[src/rename_cfg.svh]
/*
 * Size parameters for the integer rename stage
 */
`ifndef RENAME_CFG_SVH
`define RENAME_CFG_SVH

// Micro-ops per rename group
`define RENAME_WIDTH 2

// Architectural and physical integer registers
`define ARF_SIZE 32
`define PRF_SIZE 64

// Index widths for the two register spaces
`define ARF_INDEX_W 5
`define PRF_INDEX_W 6

// Free list holds PRF_SIZE - ARF_SIZE entries, pointer adds a wrap bit
`define FL_PTR_W 5

// Branch checkpoints
`define CP_DEPTH 4
`define CP_TAG_W 2

`endif

[src/rename_pkg.sv]
/*
 * Shared types for the rename stage
 * Register indices, free-list pointer, checkpoint tag, controller states
 */
`default_nettype none
`include "rename_cfg.svh"

package rename_pkg;

  // Architectural register index, x0 to x31
  typedef logic [`ARF_INDEX_W-1:0] arf_index_t;

  // Physical register index
  typedef logic [`PRF_INDEX_W-1:0] prf_index_t;

  // Free-list pointer, MSB is the wrap bit
  typedef logic [`FL_PTR_W:0] fl_ptr_t;

  // Checkpoint ring index
  typedef logic [`CP_TAG_W-1:0] cp_tag_t;

  // Position of a micro-op inside its group
  typedef logic [$clog2(`RENAME_WIDTH)-1:0] slot_idx_t;

  // Registers taken from the free list in one cycle, 0 to RENAME_WIDTH
  typedef logic [$clog2(`RENAME_WIDTH+1)-1:0] alloc_cnt_t;

  // Rename controller
  typedef enum logic [1:0] {
    IDLE,
    CHECK,
    ACK,
    DRAIN
  } rename_state_t;

endpackage

`default_nettype wire

[src/free_list.sv]
/*
 * Circular FIFO of free physical registers
 * Pops at the head on allocation, pushes at the tail on retire,
 * head can be rewound to a checkpointed position
 */
`timescale 1ns/1ps
`default_nettype none
`include "rename_cfg.svh"

module free_list
  import rename_pkg::*;
(
  input  wire                                clock,
  input  wire                                reset,
  input  wire alloc_cnt_t                    alloc_count,
  output prf_index_t [`RENAME_WIDTH-1:0]     alloc_prd,
  output logic [`FL_PTR_W:0]                 free_count,
  input  wire                                retire_valid,
  input  wire prf_index_t                    retire_prd,
  input  wire                                cp_save,
  output fl_ptr_t                            head_snapshot,
  input  wire                                fl_restore,
  input  wire fl_ptr_t                       restore_head
);

  localparam int FL_DEPTH = `PRF_SIZE - `ARF_SIZE;
  localparam int IDX_W    = `FL_PTR_W;

  prf_index_t fl_mem [FL_DEPTH];
  fl_ptr_t    head;
  fl_ptr_t    tail;

  // Wrap bit makes the difference 0..FL_DEPTH
  assign free_count    = tail - head;
  assign head_snapshot = head;

  // Entries at the head, offered for this cycle's allocation
  always_comb begin
    for (int s = 0; s < `RENAME_WIDTH; s++) begin
      alloc_prd[s] = fl_mem[IDX_W'(head + fl_ptr_t'(s))];
    end
  end

  always_ff @(posedge clock) begin
    if (reset) begin
      head <= '0;
      tail <= fl_ptr_t'(FL_DEPTH);
      // Registers above the identity map start out free
      for (int i = 0; i < FL_DEPTH; i++) begin
        fl_mem[i] <= prf_index_t'(`ARF_SIZE + i);
      end
    end else begin
      if (fl_restore) begin
        head <= restore_head;
      end else begin
        head <= head + fl_ptr_t'(alloc_count);
      end
      if (retire_valid) begin
        fl_mem[tail[IDX_W-1:0]] <= retire_prd;
        tail <= tail + 1'b1;
      end
    end
  end

  // Controller only pops what it has seen as free
  a_alloc_within_free: assert property (@(posedge clock) disable iff (reset)
    fl_ptr_t'(alloc_count) <= free_count);

  // Retire of a register that was never handed out would overflow the ring
  a_no_retire_when_full: assert property (@(posedge clock) disable iff (reset)
    retire_valid |-> (free_count != FL_DEPTH));

  // A checkpoint taken during a rewind would store a stale head
  a_no_save_on_restore: assert property (@(posedge clock) disable iff (reset)
    !(cp_save && fl_restore));

endmodule

`default_nettype wire

[src/mapping_table.sv]
/*
 * Speculative register map with group lookup and in-group bypass
 * Per-tag copies of the map for branch checkpoints
 */
`timescale 1ns/1ps
`default_nettype none
`include "rename_cfg.svh"

module mapping_table
  import rename_pkg::*;
(
  input  wire                                clock,
  input  wire                                reset,
  input  wire arf_index_t [`RENAME_WIDTH-1:0] rs1,
  input  wire arf_index_t [`RENAME_WIDTH-1:0] rs2,
  input  wire arf_index_t [`RENAME_WIDTH-1:0] rd,
  input  wire [`RENAME_WIDTH-1:0]            rd_write,
  input  wire prf_index_t [`RENAME_WIDTH-1:0] new_prd,
  input  wire                                commit_group,
  output prf_index_t [`RENAME_WIDTH-1:0]     prs1,
  output prf_index_t [`RENAME_WIDTH-1:0]     prs2,
  output prf_index_t [`RENAME_WIDTH-1:0]     prev_prd,
  input  wire                                cp_save,
  input  wire slot_idx_t                     cp_slot,
  input  wire cp_tag_t                       cp_tag,
  input  wire                                cp_restore,
  input  wire cp_tag_t                       restore_tag
);

  // Live map
  prf_index_t map_q [`ARF_SIZE];

  // Saved maps, one per checkpoint tag
  prf_index_t cp_map [`CP_DEPTH][`ARF_SIZE];

  // Map as it stands after each slot of the current group
  prf_index_t map_step [`RENAME_WIDTH][`ARF_SIZE];

  // Walk the group in order: every slot reads the map left by the slots before it,
  // which gives the in-group bypass without separate compare logic
  always_comb begin
    prf_index_t map_tmp [`ARF_SIZE];

    map_tmp = map_q;
    for (int s = 0; s < `RENAME_WIDTH; s++) begin
      // x0 is hardwired to physical register 0
      prs1[s]     = (rs1[s] == '0) ? '0 : map_tmp[rs1[s]];
      prs2[s]     = (rs2[s] == '0) ? '0 : map_tmp[rs2[s]];
      prev_prd[s] = map_tmp[rd[s]];
      if (rd_write[s]) begin
        map_tmp[rd[s]] = new_prd[s];
      end
      map_step[s] = map_tmp;
    end
  end

  always_ff @(posedge clock) begin
    if (reset) begin
      // Identity map
      for (int a = 0; a < `ARF_SIZE; a++) begin
        map_q[a] <= prf_index_t'(a);
      end
    end else if (cp_restore) begin
      for (int a = 0; a < `ARF_SIZE; a++) begin
        map_q[a] <= cp_map[restore_tag][a];
      end
    end else if (commit_group) begin
      for (int a = 0; a < `ARF_SIZE; a++) begin
        map_q[a] <= map_step[`RENAME_WIDTH-1][a];
      end
    end
  end

  // Snapshot stops at the branch, younger slots in the group are not included
  always_ff @(posedge clock) begin
    if (cp_save) begin
      for (int a = 0; a < `ARF_SIZE; a++) begin
        cp_map[cp_tag][a] <= map_step[cp_slot][a];
      end
    end
  end

endmodule

`default_nettype wire

[src/rat.sv]
/*
 * Rename controller: four-phase handshake, free-list and checkpoint checks,
 * checkpoint ring with saved free-list heads, registered results
 */
`timescale 1ns/1ps
`default_nettype none
`include "rename_cfg.svh"

module rat
  import rename_pkg::*;
(
  input  wire                                 clock,
  input  wire                                 reset,
  input  wire                                 rename_req,
  output logic                                rename_ack,
  input  wire [`RENAME_WIDTH-1:0]             in_valid,
  input  wire arf_index_t [`RENAME_WIDTH-1:0] in_rs1,
  input  wire arf_index_t [`RENAME_WIDTH-1:0] in_rs2,
  input  wire arf_index_t [`RENAME_WIDTH-1:0] in_rd,
  input  wire [`RENAME_WIDTH-1:0]             in_rd_write,
  input  wire [`RENAME_WIDTH-1:0]             in_branch,
  output prf_index_t [`RENAME_WIDTH-1:0]      out_prs1,
  output prf_index_t [`RENAME_WIDTH-1:0]      out_prs2,
  output prf_index_t [`RENAME_WIDTH-1:0]      out_prd,
  output prf_index_t [`RENAME_WIDTH-1:0]      out_prev_prd,
  output cp_tag_t                             out_tag,
  input  wire                                 resolve_valid,
  input  wire cp_tag_t                        resolve_tag,
  input  wire                                 resolve_mispredict,
  output alloc_cnt_t                          alloc_count,
  input  wire prf_index_t [`RENAME_WIDTH-1:0] alloc_prd,
  input  wire [`FL_PTR_W:0]                   free_count,
  output logic                                cp_save,
  input  wire fl_ptr_t                        head_snapshot,
  output logic                                fl_restore,
  output fl_ptr_t                             restore_head,
  input  wire                                 retire_valid
);

  rename_state_t                   state;
  rename_state_t                   state_next;

  logic [`RENAME_WIDTH-1:0]        wr_en;
  prf_index_t [`RENAME_WIDTH-1:0]  new_prd;
  prf_index_t [`RENAME_WIDTH-1:0]  map_prs1;
  prf_index_t [`RENAME_WIDTH-1:0]  map_prs2;
  prf_index_t [`RENAME_WIDTH-1:0]  map_prev;
  alloc_cnt_t                      need;
  alloc_cnt_t                      need_to_branch;
  logic                            has_branch;
  slot_idx_t                       br_slot;
  logic                            commit;
  logic                            cp_restore;

  // Checkpoint ring
  cp_tag_t                         cp_head;
  cp_tag_t                         cp_head_next;
  logic [`CP_TAG_W:0]              cp_count;
  logic [`CP_TAG_W:0]              cp_count_next;
  cp_tag_t                         new_tag;
  cp_tag_t                         resolve_offset;
  logic                            tag_live;
  fl_ptr_t                         cp_fl_head [`CP_DEPTH];

  // Group decode; writing slots take free-list entries in slot order
  always_comb begin
    need           = '0;
    need_to_branch = '0;
    has_branch     = 1'b0;
    br_slot        = '0;
    for (int s = 0; s < `RENAME_WIDTH; s++) begin
      wr_en[s]   = in_valid[s] && in_rd_write[s] && (in_rd[s] != '0);
      new_prd[s] = wr_en[s] ? alloc_prd[slot_idx_t'(need)] : '0;
      need       = need + alloc_cnt_t'(wr_en[s]);
      if (in_valid[s] && in_branch[s]) begin
        has_branch     = 1'b1;
        br_slot        = slot_idx_t'(s);
        need_to_branch = need;
      end
    end
  end

  assign cp_restore = resolve_valid && resolve_mispredict;
  assign commit     = (state == CHECK) && !cp_restore && (free_count >= need) &&
                      !(has_branch && (cp_count >= `CP_DEPTH));

  assign alloc_count  = commit ? need : '0;
  assign cp_save      = commit && has_branch;
  assign fl_restore   = cp_restore;
  assign restore_head = cp_fl_head[resolve_tag];

  assign new_tag        = cp_head + cp_tag_t'(cp_count);
  assign resolve_offset = resolve_tag - cp_head;
  assign tag_live       = {1'b0, resolve_offset} < cp_count;

  // Correct resolve frees the oldest entry, a mispredict keeps entries up to the tag
  always_comb begin
    cp_head_next  = cp_head;
    cp_count_next = cp_count;
    if (resolve_valid) begin
      if (resolve_mispredict) begin
        cp_count_next = {1'b0, resolve_offset} + 1'b1;
      end else begin
        cp_head_next  = cp_head + 1'b1;
        cp_count_next = cp_count - 1'b1;
      end
    end
    if (cp_save) begin
      cp_count_next = cp_count_next + 1'b1;
    end
  end

  always_comb begin
    state_next = state;
    unique case (state)
      IDLE:    if (rename_req) state_next = CHECK;
      CHECK:   if (commit) state_next = ACK;
      ACK:     state_next = DRAIN;
      DRAIN:   if (!rename_req) state_next = IDLE;
      default: state_next = IDLE;
    endcase
  end

  assign rename_ack = (state == ACK) || (state == DRAIN);

  always_ff @(posedge clock) begin
    if (reset) begin
      state    <= IDLE;
      cp_head  <= '0;
      cp_count <= '0;
    end else begin
      state    <= state_next;
      cp_head  <= cp_head_next;
      cp_count <= cp_count_next;
    end
  end

  // Results held from the commit edge through ACK and DRAIN
  always_ff @(posedge clock) begin
    if (commit) begin
      out_prs1 <= map_prs1;
      out_prs2 <= map_prs2;
      out_prd  <= new_prd;
      out_tag  <= new_tag;
      for (int s = 0; s < `RENAME_WIDTH; s++) begin
        out_prev_prd[s] <= wr_en[s] ? map_prev[s] : '0;
      end
    end
    // Head past the branch's own allocations
    if (cp_save) begin
      cp_fl_head[new_tag] <= head_snapshot + fl_ptr_t'(need_to_branch);
    end
  end

  mapping_table u_mapping_table (
    .clock        (clock),
    .reset        (reset),
    .rs1          (in_rs1),
    .rs2          (in_rs2),
    .rd           (in_rd),
    .rd_write     (wr_en),
    .new_prd      (new_prd),
    .commit_group (commit),
    .prs1         (map_prs1),
    .prs2         (map_prs2),
    .prev_prd     (map_prev),
    .cp_save      (cp_save),
    .cp_slot      (br_slot),
    .cp_tag       (new_tag),
    .cp_restore   (cp_restore),
    .restore_tag  (resolve_tag)
  );

  // Sender holds the group steady for the whole request
  a_stable_group: assert property (@(posedge clock) disable iff (reset)
    rename_req ##1 rename_req |->
      $stable({in_valid, in_rs1, in_rs2, in_rd, in_rd_write, in_branch}));

  // Retire and resolve never overlap an acknowledged group
  a_strobe_window: assert property (@(posedge clock) disable iff (reset)
    (resolve_valid || retire_valid) |-> !rename_ack);

  a_resolve_live: assert property (@(posedge clock) disable iff (reset)
    resolve_valid |-> tag_live);

endmodule

`default_nettype wire

[src/rename_unit.sv]
/*
 * Integer rename stage top: controller and free list
 */
`timescale 1ns/1ps
`default_nettype none
`include "rename_cfg.svh"

module rename_unit
  import rename_pkg::*;
(
  input  wire                                 clock,
  input  wire                                 reset,
  input  wire                                 rename_req,
  output logic                                rename_ack,
  input  wire [`RENAME_WIDTH-1:0]             in_valid,
  input  wire arf_index_t [`RENAME_WIDTH-1:0] in_rs1,
  input  wire arf_index_t [`RENAME_WIDTH-1:0] in_rs2,
  input  wire arf_index_t [`RENAME_WIDTH-1:0] in_rd,
  input  wire [`RENAME_WIDTH-1:0]             in_rd_write,
  input  wire [`RENAME_WIDTH-1:0]             in_branch,
  output prf_index_t [`RENAME_WIDTH-1:0]      out_prs1,
  output prf_index_t [`RENAME_WIDTH-1:0]      out_prs2,
  output prf_index_t [`RENAME_WIDTH-1:0]      out_prd,
  output prf_index_t [`RENAME_WIDTH-1:0]      out_prev_prd,
  output cp_tag_t                             out_tag,
  input  wire                                 retire_valid,
  input  wire prf_index_t                     retire_prd,
  input  wire                                 resolve_valid,
  input  wire cp_tag_t                        resolve_tag,
  input  wire                                 resolve_mispredict
);

  // Controller to free list
  alloc_cnt_t                      alloc_count;
  prf_index_t [`RENAME_WIDTH-1:0]  alloc_prd;
  logic [`FL_PTR_W:0]              free_count;
  logic                            cp_save;
  fl_ptr_t                         head_snapshot;
  logic                            fl_restore;
  fl_ptr_t                         restore_head;

  rat u_rat (.*);

  free_list u_free_list (.*);

endmodule

`default_nettype wire

[config.mk]
export PLATFORM = sky130hd
export DESIGN_NAME = rename_unit
export DESIGN_NICKNAME = d
export VERILOG_FILES = /design/src/rename_pkg.sv /design/src/free_list.sv /design/src/mapping_table.sv /design/src/rat.sv /design/src/rename_unit.sv
export VERILOG_INCLUDE_DIRS = /design/src
export SDC_FILE = /design/constraint.sdc
export NUM_CORES = 2
export LEC_CHECK = 0
export ABC_AREA = 1
export BUFFER_PORTS_ARGS = -buffer_cell sky130_fd_sc_hd__buf_2
export CAP_MARGIN = 20
export CORE_ASPECT_RATIO = 1.75
export CORE_MARGIN = 2
export CORE_UTILIZATION = 45
export DETAILED_ROUTE_END_ITERATION = 8
export PLACE_DENSITY = 0.69
export SYNTH_ARGS = -nofsm -noshare
export SYNTH_HDL_FRONTEND = slang
export SYNTH_HIERARCHICAL = 1
export SYNTH_SLANG_ARGS = --single-unit
[constraint.sdc]
create_clock -name clock -period 20.5 [get_ports clock]
set_input_delay 2.05 -clock clock [delete_from_list [all_inputs] [get_ports clock]]
set_output_delay 2.05 -clock clock [all_outputs]
set_load 0.03 [all_outputs]
Word-level counts from Yosys, hierarchy flattened
Memories as Yosys holds them, arrays and structs flattened. A register that Yosys moved wholly into a read port is not among the register bits. Cells that the tools add are included.

Flip-flop bits (word level): 261. Latch bits: 0. Memory bits (writable): 984. ROM bits: 0. Input bits: 50. Output and inout port bits: 51. Memories kept: 3.

Memories: u_rat.u_mapping_table.cp_map (words 4, bits a word 192, read ports 1, clocked after memory_dff 0, wr ports 1, line mapping_table.sv:34) `` prf_index_t cp_map [`CP_DEPTH][`ARF_SIZE]; ``; u_free_list.fl_mem (words 32, bits a word 6, read ports 2, clocked after memory_dff 1, wr ports 32, line free_list.sv:29) `prf_index_t fl_mem [FL_DEPTH];`; u_rat.cp_fl_head (words 4, bits a word 6, read ports 1, clocked after memory_dff 0, wr ports 1, line rat.sv:63) `` fl_ptr_t cp_fl_head [`CP_DEPTH]; ``.

Add/sub/neg operators: 12. Multiply operators: 0. Div/mod/pow operators: 0. Magnitude comparators: 12. Equal/unequal tests: 6. Shift-type cells: 0. Multiplexer cells: 60. Bitwise operators: 8. Reduce and logical (&&, ||, !) cells: 28.

Operators with widths (number): $mux 192 (7); $bwmux 192 (2); $bmux 6 s5 (6); $mux 6 (20); $demux 6 s5 (2); $ge 6x6->1 const B (6); $not 5->6 (6); $logic_not 5->1 (4); $logic_and 1x1->1 (14); $add 6x2->6 (2); $lt 6x1->1 const B (2); $mux 1 (12); $mux 2 (5); $mux 5 (2); $reduce_bool 5->1 (2); $mux 3 (3); $pmux 2 s4 (1); $add 6x1->6 const B (1); $ge 6x2->1 (1); $reduce_or 6->1 (1); $sub 6x6->6 (1); $add 5x1->5 const B (1); $eq 2x2->1 const B (2); $ne 2x2->1 const B (2); other kinds (20) (21).

Logic depth before layout (Yosys ltp)
Depth in word-level cells: 12. Depth in mapped cells: 26.

Hierarchy
The synthesis kept the hierarchy.

By module, submodules not included: mapping_table (instances 1, cells an instance 6816, area each 53362.4 µm²); free_list (instances 1, cells an instance 1674, area each 12339.3 µm²); rat (instances 1, cells an instance 305, area each 3553.4 µm²).

Worst setup path before layout
Ideal clock, no wire load.

Path type: input to register. From: input in_rd[8] (netlist bit). To: memory u_rat/u_mapping_table/cp_map[1][0] (netlist bit), enable pin. Data arrival time: 16.590 ns. Setup slack: 2.929 ns. Stages on the path: 14. Path buffers: 0. Cell sequence: nor3_1 > nand2_1 > nand3_1 > inv_1 > ha_1 > ha_1 > inv_1 > nand2_1 > nand2_1 > nand3_1 > nand3_4 > clkinv_4 > inv_1 > nor3_1.

Cells in the longest elaborated chain, start to end: 9.

Ends and longest elaborated chain: from (decl) (line rename_unit.sv:18) `` input wire arf_index_t [`RENAME_WIDTH-1:0] in_rd, ``; $reduce_bool 5->1 (line rat.sv:72) `wr_en[s] = in_valid[s] && in_rd_write[s] && (in_rd[s] != '0);`; $logic_and 1x1->1 (line rat.sv:72); via u_rat.wr_en[1] (line rat.sv:43) `` logic [`RENAME_WIDTH-1:0] wr_en; ``; $add 1x1->2 (line rat.sv:74) `need = need + alloc_cnt_t'(wr_en[s]);`; $ge 6x2->1 (line rat.sv:84) `assign commit = (state == CHECK) && !cp_restore && (free_count >= need) &&`; $logic_and 1x1->1 (2 in a row) (line rat.sv:84); $logic_and 1x1->1 (line rat.sv:88) `assign cp_save = commit && has_branch;`; via cp_save (line rename_unit.sv:37) `logic cp_save;`; $mux 1 (line mapping_table.sv:76) `if (cp_save) begin`; $mux 1 (not written as such) (line mapping_table.sv:78) `cp_map[cp_tag][a] <= map_step[cp_slot][a];`; to (decl) (line mapping_table.sv:34).

The timed path passes the listed nets, and every way through them passes these cells.

Final worst setup path
From: input in_rd[8] (netlist bit). To: register u_rat/u_mapping_table/map_q[95] (netlist bit).

Elaborated cells on any way between the ends: 18.

RTL lines: $reduce_bool 5->1 (line rat.sv:72); $logic_and 1x1->1 (line rat.sv:72); via u_rat.wr_en[1] (line rat.sv:43); $add 1x1->2 (line rat.sv:74); $ge 6x2->1 (line rat.sv:84); $logic_and 1x1->1 (2 in a row) (line rat.sv:84); via u_rat.commit (line rat.sv:52) `logic commit;`; $reduce_bool 2->1 (no source line); to (signal, indexed assignment) (line mapping_table.sv:61) `map_q[a] <= prf_index_t'(a);`; to (signal, indexed assignment) (line mapping_table.sv:65) `map_q[a] <= cp_map[restore_tag][a];`; to (signal, indexed assignment) (line mapping_table.sv:69) `` map_q[a] <= map_step[`RENAME_WIDTH-1][a]; ``; to (decl) (line mapping_table.sv:31) `` prf_index_t map_q [`ARF_SIZE]; ``.

The timed path passes the listed nets, and every way through them passes these cells. The select of a mux whose other input is x is not followed. A chain may end at the register's enable or synchronous reset.

==> results.yml <==
status:
  status: "completed"
yosys:
  netlist_instances: 8795
  syn_area_sq_mm: 0.06926
  ys_types: 48
  synth_edf_count: 1034
  ys_warn_count: 6
  synth-seq-cells: 1245
  async_flop_share: 0
  synth.avg_cell_area_sq_um: 7.874
  synth_ff_type: "edfxtp_1"
  synth_seq_area_share: 0.5093
  syn-num-nets: 8875
clock_network:
  cts_buffers: 111
  clkSinkCount: 1245
  cts_setup_buffers: 0
  cts_max_level: 3
  clockBufferDepth: 3
  root_buffer: "clkbuf_16"
  cts_tree: "yes"
  insertion_delay_ns: 0.85
  cts_resized: 0
  path_clk_slew_ns: 0.07
  cts.hold.buffers_added: 0
flow_run:
  drv_cap: 0
global_route:
  grt_overflow: 0
  grt_pass1_vias: 65330
  grt_pass1_wl_um: 508700
  antenna_found_initial: 36
  grt_max_degree: 158
  grt_use_total: 0.4695
sta:
  hold_viol_final: 0
  worst_pin_slew_ns: 1.369
  slew_viol_final: 0
  slew_headroom: 0.08382
  post-route-min-period_ns: 7.239
  setup-tns-final_ns: 0
  period_share: 0.3531
  rsz0062_at_grt: "no"
  setup_violations: 0
  max_freq_mhz: 138.1
  fin_skew_ns: 0.1062
floorplan:
  die_w_um: 300.6
  fp.coreArea_sq_mm: 0.1531
  start_util: 0.4524
  ios: 101
  num_rows: 190
  die_h_um: 523.0
  dieArea_sq_mm: 0.1572
worst_setup_path:
  cp_max_fo: 60
  slowest_delay_ns: 0.68
  path_class: "primary input to register"
  startpoint_type: "primary input"
  slowest_stage: "nor3_1"
  arrival_ns: 7.92
  ff2ff_path_depth: 23
  crit_required_ns: 21.18
  worstPathCellList: "buf_2 > nor3_1 > nand2_1 > nand3_1 > inv_1 > ha_1 > ha_1 > inv_1 > nand2_1 > nand2_1 > nand3_1 > nand2_2 > inv_2 > buf_4 > nor2_4 > buf_4 > buf_4 > nand2_1 > a31oi_1"
  crit_top_cell: "nand2_1"
  cp-end-kind: "register"
power:
  p_total_mw: 7.053
  power-per-cell-area_mw_per_mm2: 93.16
  leakage_nw: 29.32
  peakVddDrop_mv: 0.07950
route:
  ant_nets: 0
  wl_per_cell_um: 35.01
  num_vias: 68680
  dr.first_iter.drc_count: 8177
  wirelength_um: 376800
  viasPerCell: 6.381
  drt_first_pass_iters: 8
  drc: 0
finish:
  fin_util: 0.4945
  drive_gt1_frac: 0.07378
  finalInstanceArea_sq_mm: 0.07570
  fin_nets: 8699
  layout_commonest_cell: "nand2_1"
  areaGrowthSynthToFinish_pct: 9.308
  final_cell_mix: "nand2_1 (2405), edfxtp_1 (1034), nand3_1 (1009), o21ai_0 (999), inv_1 (723)"
hold_path:
  min_path_type: "register to register"
  worstHoldPathCells: 2
place:
  gp_congestion: 1.087
  dp_hpwl_um: 261500
  placed_area_sq_mm: 0.07174
  io_buffers: 100
## final timing paths
| path | slack [ns] | startpoint | to |
|---|---|---|---|
| max reg2reg | 13.85 | u_free_list/head_snapshot[0] | u_rat/out_prev_prd[7] |
| min | 0.49 | u_rat/u_mapping_table/map_q[168] | u_rat/u_mapping_table/map_q[168] |
| max | 13.26 | in_rd[8] | u_rat/u_mapping_table/map_q[95] |
| min reg2reg | 0.49 | u_rat/u_mapping_table/map_q[168] | u_rat/u_mapping_table/map_q[168] |
## cell families after synthesis
kind of cell | count (synthesis) | share of synthesized area
xor gates and xnor gates | 22 | 0.003270
AOI/OAI and AO/OA | 1999 | 0.1548
adders and majority gates | 30 | 0.005745
buffers and inverters | 1383 | 0.07702
muxes | 15 | 0.002168
and+or+nand+nor | 4101 | 0.2477
DFF | 1245 | 0.5093
## critical path, delay by kind of cell
| kind | cells | cell delay (ns) |
|---|---|---|
| buf+inv | 7 | 2.28 |
| fa+ha+maj | 2 | 0.78 |
| compound gates | 1 | 0.21 |
| simple gates | 9 | 2.41 |
## per-layer routing
metal / share of wire / track usage
met5: 0.00023 / 0
met4: 0.13 / 0.4916
met3: 0.091 / 0.1228
met2: 0.47 / 0.7715
met1: 0.31 / 0.4660
## synthesized netlist by cell type (15+ instances only)
cell | n | area share
nand3_1 | 1009 | 0.073
clkbuf_1 | 484 | 0.026
nor3_1 | 20 | 0.0014
o21ai_0 | 1005 | 0.073
nand3b_1 | 17 | 0.0018
o22ai_1 | 120 | 0.011
and2_1 | 28 | 0.0025
inv_2 | 17 | 0.00092
edfxtp_1 | 1034 | 0.45
inv_1 | 744 | 0.040
or2_1 | 17 | 0.0015
o211ai_1 | 141 | 0.015
buf_1 | 40 | 0.0022
mux2i_1 | 15 | 0.0022
nor2_1 | 510 | 0.028
o21ai_1 | 18 | 0.0013
a31oi_1 | 123 | 0.011
or2_2 | 36 | 0.0033
buf_2 | 77 | 0.0056
nand2_1 | 2408 | 0.13
ha_1 | 27 | 0.0049
dfxtp_1 | 211 | 0.061
nand4_1 | 18 | 0.0016
a21oi_1 | 576 | 0.042
## area by class of cell
type,instances,area [sq um]
Clock inverter,66,734.5
Timing Repair Buffer,320,2307
Multi-Input combinational cell,6167,28810
Sequential cell,1245,35280
Fill cell,14760,77400
Antenna cell,33,82.58
Tap cell,2016,2522
Inverter,774,2960
Clock buffer,143,3009
## where the power goes
part	leakage [nW]	total [mW]	switching, mW	internal (mW)
registers	11.0	3.13	0.159	2.97
logic	16.5	1.73	1.36	0.377
clock network	1.80	2.19	1.02	1.17
total	29.3	7.05	2.54	4.51
## state kept, by name, indices dropped and copies added (netlist names), 3 cells and up
name,cells
u_rat/u_mapping_table/cp_map,768
u_free_list/fl_mem,192
u_rat/u_mapping_table/map_q,192
u_rat/cp_fl_head,24
u_rat/out_prd,12
u_rat/out_prev_prd,12
u_rat/out_prs1,12
u_rat/out_prs2,12
u_free_list/head_snapshot,6
u_free_list/tail,6
u_rat/cp_count,3
## stage by stage
step | setup slack [ns] | std cells | hold slack (ns)
2_1_floorplan | 2.929 | 8795 | 0.4605
3_3_place_gp | 12.79 | 10510 | 0.4690
3_5_place_dp | 12.73 | 10510 | 0.4764
4_1_cts | 13.55 | 10720 | 0.4935
5_1_grt | 13.16 | 10740 | 0.5032
6_report | 13.26 | 10760 | 0.4932
Note: power is estimated with default switching activity, not from simulation.
